--- src/hdl/fm_pkg.sv ---
`default_nettype none

package fm_pkg;

	// Host bus byte and latched register number
	typedef logic [7:0] bus_data_t;
	typedef logic [7:0] reg_addr_t;

	// Timer load values
	typedef logic [9:0] timer_a_t;
	typedef logic [7:0] timer_b_t;

	// Channel pitch
	typedef logic [10:0] fnum_t;
	typedef logic [2:0] block_t;

	// Phase accumulator and output sample
	typedef logic [19:0] phase_t;
	typedef logic signed [13:0] snd_t;

	// Register numbers, same numbering as the original chip
	localparam reg_addr_t REG_TIMER_A_HI = 8'h24;
	localparam reg_addr_t REG_TIMER_A_LO = 8'h25;
	localparam reg_addr_t REG_TIMER_B = 8'h26;
	localparam reg_addr_t REG_TIMER_CTRL = 8'h27;
	localparam reg_addr_t REG_FNUM_LO = 8'hA0;
	localparam reg_addr_t REG_FNUM_HI = 8'hA4;

endpackage

`default_nettype wire

--- src/hdl/fm_bus_sync.sv ---
`timescale 1ns/1ps
`default_nettype none

module fm_bus_sync (
	input  logic             clk_int,
	input  logic             rst_n,
	input  fm_pkg::bus_data_t din,
	input  logic [1:0]       addr,
	input  logic             cs_n,
	input  logic             wr_n,
	input  logic             busy,
	input  logic             flag_a,
	input  logic             flag_b,
	output fm_pkg::bus_data_t din_s,
	output logic             addr_wr,
	output logic             data_wr,
	output fm_pkg::bus_data_t dout
);

	fm_pkg::bus_data_t din_r;
	logic [1:0] addr_r;
	logic cs_r;
	logic wr_r;
	logic wr_prev;
	logic wr_now;
	logic wr_start;

	// Write is active while both strobes are low
	assign wr_now = ~cs_r & ~wr_r;
	assign wr_start = wr_now & ~wr_prev;

	always_ff @(posedge clk_int) begin
		if (!rst_n) begin
			cs_r <= 1'b1;
			wr_r <= 1'b1;
			wr_prev <= 1'b0;
			addr_wr <= 1'b0;
			data_wr <= 1'b0;
			dout <= '0;
		end else begin
			cs_r <= cs_n;
			wr_r <= wr_n;
			wr_prev <= wr_now;
			// Odd addresses carry data, even ones the register number
			addr_wr <= wr_start & ~addr_r[0];
			data_wr <= wr_start & addr_r[0];
			dout <= {busy, 5'b00000, flag_b, flag_a};
		end
	end

	// Byte is held for the strobe cycle
	always_ff @(posedge clk_int) begin
		din_r <= din;
		addr_r <= addr;
		if (wr_start)
			din_s <= din_r;
	end

	a_one_strobe: assert property (@(posedge clk_int) disable iff (!rst_n)
		!(addr_wr && data_wr));

endmodule

`default_nettype wire

--- src/hdl/fm_core.sv ---
`timescale 1ns/1ps
`default_nettype none

module fm_core #(
	parameter int SAMPLE_DIV = 24,
	parameter int BUSY_CYCLES = 32
) (
	input  logic              clk_int,
	input  logic              rst_n,
	input  fm_pkg::bus_data_t din,
	input  logic [1:0]        addr,
	input  logic              cs_n,
	input  logic              wr_n,
	output fm_pkg::bus_data_t dout,
	output logic              irq_n,
	output fm_pkg::snd_t      snd,
	output logic              sample
);

	fm_pkg::bus_data_t din_s;
	logic addr_wr;
	logic data_wr;
	logic busy;
	// Timer controls
	fm_pkg::timer_a_t value_a;
	fm_pkg::timer_b_t value_b;
	logic load_a;
	logic load_b;
	logic run_a;
	logic run_b;
	logic irq_en_a;
	logic irq_en_b;
	logic clr_flag_a;
	logic clr_flag_b;
	logic flag_a;
	logic flag_b;
	// Channel pitch
	fm_pkg::fnum_t fnum;
	fm_pkg::block_t block;

	fm_bus_sync bus_sync_i (
		.clk_int (clk_int),
		.rst_n   (rst_n),
		.din     (din),
		.addr    (addr),
		.cs_n    (cs_n),
		.wr_n    (wr_n),
		.busy    (busy),
		.flag_a  (flag_a),
		.flag_b  (flag_b),
		.din_s   (din_s),
		.addr_wr (addr_wr),
		.data_wr (data_wr),
		.dout    (dout)
	);

	fm_mmr #(
		.BUSY_CYCLES (BUSY_CYCLES)
	) mmr_i (
		.clk_int    (clk_int),
		.rst_n      (rst_n),
		.din_s      (din_s),
		.addr_wr    (addr_wr),
		.data_wr    (data_wr),
		.busy       (busy),
		.value_a    (value_a),
		.value_b    (value_b),
		.load_a     (load_a),
		.load_b     (load_b),
		.run_a      (run_a),
		.run_b      (run_b),
		.irq_en_a   (irq_en_a),
		.irq_en_b   (irq_en_b),
		.clr_flag_a (clr_flag_a),
		.clr_flag_b (clr_flag_b),
		.fnum       (fnum),
		.block      (block)
	);

	fm_timers timers_i (
		.clk_int    (clk_int),
		.rst_n      (rst_n),
		.sample     (sample),
		.value_a    (value_a),
		.value_b    (value_b),
		.load_a     (load_a),
		.load_b     (load_b),
		.run_a      (run_a),
		.run_b      (run_b),
		.irq_en_a   (irq_en_a),
		.irq_en_b   (irq_en_b),
		.clr_flag_a (clr_flag_a),
		.clr_flag_b (clr_flag_b),
		.flag_a     (flag_a),
		.flag_b     (flag_b),
		.irq_n      (irq_n)
	);

	fm_phase_gen #(
		.SAMPLE_DIV (SAMPLE_DIV)
	) phase_gen_i (
		.clk_int (clk_int),
		.rst_n   (rst_n),
		.fnum    (fnum),
		.block   (block),
		.sample  (sample),
		.snd     (snd)
	);

endmodule

`default_nettype wire

--- src/hdl/fm_mmr.sv ---
`timescale 1ns/1ps
`default_nettype none

module fm_mmr #(
	parameter int BUSY_CYCLES = 32
) (
	input  logic              clk_int,
	input  logic              rst_n,
	input  fm_pkg::bus_data_t din_s,
	input  logic              addr_wr,
	input  logic              data_wr,
	output logic              busy,
	output fm_pkg::timer_a_t  value_a,
	output fm_pkg::timer_b_t  value_b,
	output logic              load_a,
	output logic              load_b,
	output logic              run_a,
	output logic              run_b,
	output logic              irq_en_a,
	output logic              irq_en_b,
	output logic              clr_flag_a,
	output logic              clr_flag_b,
	output fm_pkg::fnum_t     fnum,
	output fm_pkg::block_t    block
);

	localparam int BUSY_W = $clog2(BUSY_CYCLES + 1);

	fm_pkg::reg_addr_t reg_sel;
	logic [BUSY_W-1:0] busy_cnt;
	logic wr_en;

	// Writes during the busy period are lost
	assign wr_en = data_wr & ~busy;
	assign busy = (busy_cnt != '0);

	always_ff @(posedge clk_int) begin
		if (!rst_n) begin
			reg_sel <= '0;
			busy_cnt <= '0;
		end else begin
			if (addr_wr)
				reg_sel <= din_s;
			if (wr_en)
				busy_cnt <= BUSY_W'(BUSY_CYCLES);
			else if (busy)
				busy_cnt <= busy_cnt - 1'b1;
		end
	end

	always_ff @(posedge clk_int) begin
		if (!rst_n) begin
			value_a <= '0;
			value_b <= '0;
			run_a <= 1'b0;
			run_b <= 1'b0;
			irq_en_a <= 1'b0;
			irq_en_b <= 1'b0;
			load_a <= 1'b0;
			load_b <= 1'b0;
			clr_flag_a <= 1'b0;
			clr_flag_b <= 1'b0;
			fnum <= '0;
			block <= '0;
		end else begin
			// Pulses last one cycle
			load_a <= 1'b0;
			load_b <= 1'b0;
			clr_flag_a <= 1'b0;
			clr_flag_b <= 1'b0;
			if (wr_en) begin
				case (reg_sel)
					fm_pkg::REG_TIMER_A_HI: value_a[9:2] <= din_s;
					fm_pkg::REG_TIMER_A_LO: value_a[1:0] <= din_s[1:0];
					fm_pkg::REG_TIMER_B: value_b <= din_s;
					fm_pkg::REG_TIMER_CTRL: begin
						// Timer restarts only when run goes from 0 to 1
						load_a <= din_s[0] & ~run_a;
						load_b <= din_s[1] & ~run_b;
						run_a <= din_s[0];
						run_b <= din_s[1];
						irq_en_a <= din_s[2];
						irq_en_b <= din_s[3];
						clr_flag_a <= din_s[4];
						clr_flag_b <= din_s[5];
					end
					fm_pkg::REG_FNUM_LO: fnum[7:0] <= din_s;
					fm_pkg::REG_FNUM_HI: begin
						block <= din_s[5:3];
						fnum[10:8] <= din_s[2:0];
					end
					default: ;
				endcase
			end
		end
	end

	a_busy_drop: assert property (@(posedge clk_int) disable iff (!rst_n)
		(data_wr && busy) |=> $stable({value_a, value_b, run_a, run_b,
			irq_en_a, irq_en_b, fnum, block}));

endmodule

`default_nettype wire

--- src/hdl/fm_phase_gen.sv ---
`timescale 1ns/1ps
`default_nettype none

module fm_phase_gen #(
	parameter int SAMPLE_DIV = 24
) (
	input  logic           clk_int,
	input  logic           rst_n,
	input  fm_pkg::fnum_t  fnum,
	input  fm_pkg::block_t block,
	output logic           sample,
	output fm_pkg::snd_t   snd
);

	localparam int DIV_W = $clog2(SAMPLE_DIV);

	logic [DIV_W-1:0] div_cnt;
	logic div_end;
	fm_pkg::phase_t phase;
	fm_pkg::phase_t phase_inc;

	assign div_end = (div_cnt == DIV_W'(SAMPLE_DIV - 1));

	// Octave shift, then halved
	assign phase_inc = (fm_pkg::phase_t'(fnum) << block) >> 1;

	always_ff @(posedge clk_int) begin
		if (!rst_n) begin
			div_cnt <= '0;
			sample <= 1'b0;
		end else begin
			sample <= div_end;
			if (div_end)
				div_cnt <= '0;
			else
				div_cnt <= div_cnt + 1'b1;
		end
	end

	// Phase moves on the same edge that raises sample
	always_ff @(posedge clk_int) begin
		if (!rst_n)
			phase <= '0;
		else if (div_end)
			phase <= phase + phase_inc;
	end

	// Sawtooth from the top of the accumulator
	assign snd = fm_pkg::snd_t'(phase[19:6]);

	a_sample_pulse: assert property (@(posedge clk_int) disable iff (!rst_n)
		sample |=> !sample);

endmodule

`default_nettype wire

--- src/hdl/fm_timers.sv ---
`timescale 1ns/1ps
`default_nettype none

module fm_timers (
	input  logic             clk_int,
	input  logic             rst_n,
	input  logic             sample,
	input  fm_pkg::timer_a_t value_a,
	input  fm_pkg::timer_b_t value_b,
	input  logic             load_a,
	input  logic             load_b,
	input  logic             run_a,
	input  logic             run_b,
	input  logic             irq_en_a,
	input  logic             irq_en_b,
	input  logic             clr_flag_a,
	input  logic             clr_flag_b,
	output logic             flag_a,
	output logic             flag_b,
	output logic             irq_n
);

	fm_pkg::timer_a_t cnt_a;
	fm_pkg::timer_b_t cnt_b;
	logic [3:0] pre_b;
	logic tick_a;
	logic tick_b;
	logic ovf_a;
	logic ovf_b;

	assign tick_a = sample & run_a;
	// Timer B steps once every 16 sample ticks
	assign tick_b = sample & run_b & (pre_b == 4'hF);
	assign ovf_a = tick_a & (cnt_a == '1);
	assign ovf_b = tick_b & (cnt_b == '1);

	always_ff @(posedge clk_int) begin
		if (!rst_n) begin
			cnt_a <= '0;
			cnt_b <= '0;
			pre_b <= '0;
		end else begin
			if (load_a || ovf_a)
				cnt_a <= value_a;
			else if (tick_a)
				cnt_a <= cnt_a + 1'b1;

			if (load_b)
				pre_b <= '0;
			else if (sample && run_b)
				pre_b <= pre_b + 1'b1;

			if (load_b || ovf_b)
				cnt_b <= value_b;
			else if (tick_b)
				cnt_b <= cnt_b + 1'b1;
		end
	end

	// Sticky flags, a new overflow wins over a clear
	always_ff @(posedge clk_int) begin
		if (!rst_n) begin
			flag_a <= 1'b0;
			flag_b <= 1'b0;
		end else begin
			if (ovf_a)
				flag_a <= 1'b1;
			else if (clr_flag_a)
				flag_a <= 1'b0;
			if (ovf_b)
				flag_b <= 1'b1;
			else if (clr_flag_b)
				flag_b <= 1'b0;
		end
	end

	assign irq_n = ~((flag_a & irq_en_a) | (flag_b & irq_en_b));

	a_flag_on_tick: assert property (@(posedge clk_int) disable iff (!rst_n)
		($rose(flag_a) || $rose(flag_b)) |-> $past(sample));

endmodule

`default_nettype wire

--- config.mk ---
export PLATFORM = sky130hd
export DESIGN_NAME = fm_core
export DESIGN_NICKNAME = d
export VERILOG_FILES = /design/src/hdl/fm_pkg.sv /design/src/hdl/fm_bus_sync.sv /design/src/hdl/fm_core.sv /design/src/hdl/fm_mmr.sv /design/src/hdl/fm_phase_gen.sv /design/src/hdl/fm_timers.sv
export SDC_FILE = /design/constraint.sdc
export NUM_CORES = 1
export LEC_CHECK = 0
export BUFFER_PORTS_ARGS = -buffer_cell sky130_fd_sc_hd__buf_2
export CORE_MARGIN = 8
export CORE_UTILIZATION = 45
export DETAILED_ROUTE_END_ITERATION = 7
export GPL_ROUTABILITY_DRIVEN = 0
export SLEW_MARGIN = 25
export SYNTH_ARGS = -nofsm -noshare
export SYNTH_HDL_FRONTEND = slang
export SYNTH_SLANG_ARGS = --single-unit
--- constraint.sdc ---
create_clock -name clk_int -period 3 [get_ports clk_int]
set_input_delay 0.3 -clock clk_int [delete_from_list [all_inputs] [get_ports clk_int]]
set_output_delay 0.3 -clock clk_int [all_outputs]
set_load 0.05 [all_outputs]
==> metrics <==
Max Cap Viol=0; Ys Warns=0; vias in the first global route=4934; Synth Register Bits=129; port buffer count=31; Power Dens Cells=555 nW/um^2; post-synthesis adder-cell area fraction=4.73%; Crit path required time=3.30 ns; final antenna-violating net count=0; drt wl/cell=14.7 um; Layout fillers=1245; final hold vios=0; Arr. time, crit path=3.21 ns; area of the core=13700 sq um; final instance area=7320 sq um; CTS Buf Count=17; initial DRC count=254; HP Start=cs_n; Rows=43; nets=782; drt total wl=13800 um; hold path endpoint=bus_sync_i.cs_r; gr ovfl total=0; dpl cells=893; initial core utilization=45.5%; complex-gate fraction of the synthesized area=12.5%; first-pass GRT wire length=23400 um; largest net degree at the start of global routing=57; DRC viols=0; CP delay by family, top=compound AO/OA/AOI/OAI gates; Die X=134 um; DP Area=6570 sq um; Vias/cell=5.39; R2R Path End=phase_gen_i.phase[19]; RR Startpoint=mmr_i.block[1]; critical path peak fanout=6; clock root cell=clkbuf_16; Final Max Slew Viols=0; simple-gate share of the synthesized area=20.7%; via count=5055; die height=134 um; Max Root-Sink Buffers=2; Slew HR=53.4%; CP max stage cell=ha_1; fin crit period=2.92 ns; fraction of registers with async set/reset=0%; Mapped Area=6240 sq um; Clock Skew=0.0118 ns; H-tree depth=4; n_diodes=0; mean post-synth cell area=8.90 sq um; P&R area growth vs syn=17.3%; slowest cell delay on critical path=0.37 ns; worst path bufs/invs=2; Fin Hold WS=0.0626 ns; Synth Flop Type=dfxtp_1; Pwr Total=4060 uW; Least-Margin Pin Slew=0.698 ns; total track usage=16.0%; Die ar.=17900 sq um; final cell count without fillers=938; Reg clk slew, reported paths=0.06 ns; post-synthesis cell count=702; CTS Sinks=129; WS Path Type=reg2reg; commonest non-fill, non-tap cell in the layout=dfxtp_1; initial antenna violation count=0; clk_lat worst skew=0.42 ns; EDFF count, synth=8; flop2flop setup slack=0.08 ns; HP Class=in2reg; most frequent cells in the layout=dfxtp_1, nor2_1, nand2_1; FMAX=343 MHz; Setup Viol. Count Final=0; fin crit share=97.2%; critical path capture point type=flop; Worst setup SP type=flop; sequential area share after synthesis=42.6%; drt first pass iters=5; post-synthesis mux area share=10.0%; IO Pins=38; Synth Area in XOR/XNOR=3.79%; outcome=completed; R2R depth=13; cell count of the worst hold path=2; final setup TNS=0 ns; area of the multi-input gates=3340 sq um; maximum vdd drop=365 uV; register area=2670 sq um; CTS tree=yes; distinct cell type count after synthesis=60; Detail Placement HPWL=9460 um; largest family of logic cells by synthesized area=simple AND/OR/NAND/NOR gates; leakage=0.00293 uW; fraction of layout cells with a size suffix above 1=16.5%; worst-path cell chain=buf_4, buf_6, mux2i_2, nand2_1, nand2_1, o21ai_0, ha_1, a21o_1, a221o_1, a21o_1, o21ai_0, a21oi_1, mux2i_1
layout make-up:
class | instances | share of cell area (%)
Tap cell | 180 | 3.07
Timing Repair Buffer | 72 | 6.78
Multi-Input combinational cell | 511 | 45.5
Clock buffer | 17 | 5.81
Sequential cell | 129 | 36.4
Inverter | 14 | 0.717
Clock inverter | 15 | 1.69
where the power goes:
part / internal (uW) / switching, uW
Combinational: 127 / 191
Clock: 1080 / 838
Sequential: 1790 / 42.5
Total: 2990 / 1070
state kept, by name, indices dropped and copies added (netlist names), 4 cells and up:
signal / flops
mmr_i.value_a: 10
mmr_i.busy_cnt: 6
mmr_i.reg_sel: 8
timers_i.cnt_a: 10
phase_gen_i.div_cnt: 5
bus_sync_i.din_s: 8
bus_sync_i.din_r: 8
timers_i.cnt_b: 8
phase_gen_i.phase: 20
mmr_i.fnum: 11
mmr_i.value_b: 8
timers_i.pre_b: 4
metrics by stage:
step           setup WS [ns]  util, %
2_1_floorplan          0.127        -
3_3_place_gp          0.0847     47.9
3_5_place_dp          0.0286     47.9
4_1_cts               0.0248     52.5
5_1_grt              -0.0131     53.4
6_report              0.0841     53.4
worst max path at each step:
stage | slack (ns) | cells past startpoint | from | end
2_1_floorplan | 0.13 | 11 | mmr_i.block[2] | phase_gen_i.phase[14]
6_report | 0.08 | 13 | mmr_i.block[1] | phase_gen_i.phase[19]
4_1_cts | 0.02 | 14 | mmr_i.block[1] | phase_gen_i.phase[15]
5_1_grt | -0.01 | 14 | mmr_i.block[1] | phase_gen_i.phase[13]
3_5_place_dp | 0.03 | 12 | mmr_i.block[1] | phase_gen_i.phase[13]
3_3_place_gp | 0.08 | 12 | mmr_i.block[1] | phase_gen_i.phase[15]
repair_timing:
action                     in CTS  in global routing
resized for setup               0                 25
hold endpoints to repair        9                  0
setup buffers                   0                  4
setup endpoints to repair       0                 12
hold buffers                    9                  0
cells in the mapped netlist, drive strengths merged (6+ instances only):
library cell  instances  area share, %
a211oi               13            1.6
a21o                 13            1.6
a21oi                41            3.3
a31oi                 8           0.80
and2                  6           0.60
and3                 14            1.4
buf                  26            2.8
clkbuf               26            1.9
dfxtp               121             39
edfxtp                8            3.8
ha                   22            4.4
inv                  14           0.84
mux2i                58            9.3
nand2                81            4.9
nand3                24            1.9
nand4                12            1.3
nor2                 87            5.2
nor3                 11            1.2
nor3b                 9            1.1
o21ai                23            1.8
xnor2                13            1.8
xor2                 14            2.0
routing by layer:
metal / share of wire (%) / up-vias / GRT usage, %
li1: - / 2554 / -
met4: 1.6 / 0 / 6.30
met2: 47 / 82 / 26.2
met1: 47 / 2403 / 19.7
met3: 3.5 / 16 / 3.89
met5: 0 / - / 0
cells by family (layout without fill, tap and decap cells):
family,Yosys count,count (layout)
simple gates,269,269
flops,129,129
compound gates,125,125
buf+inv,66,118
mux,62,62
xor+xnor,27,27
fa+ha+maj,23,23
other cells,1,5
(Power assumes the default switching activity.)
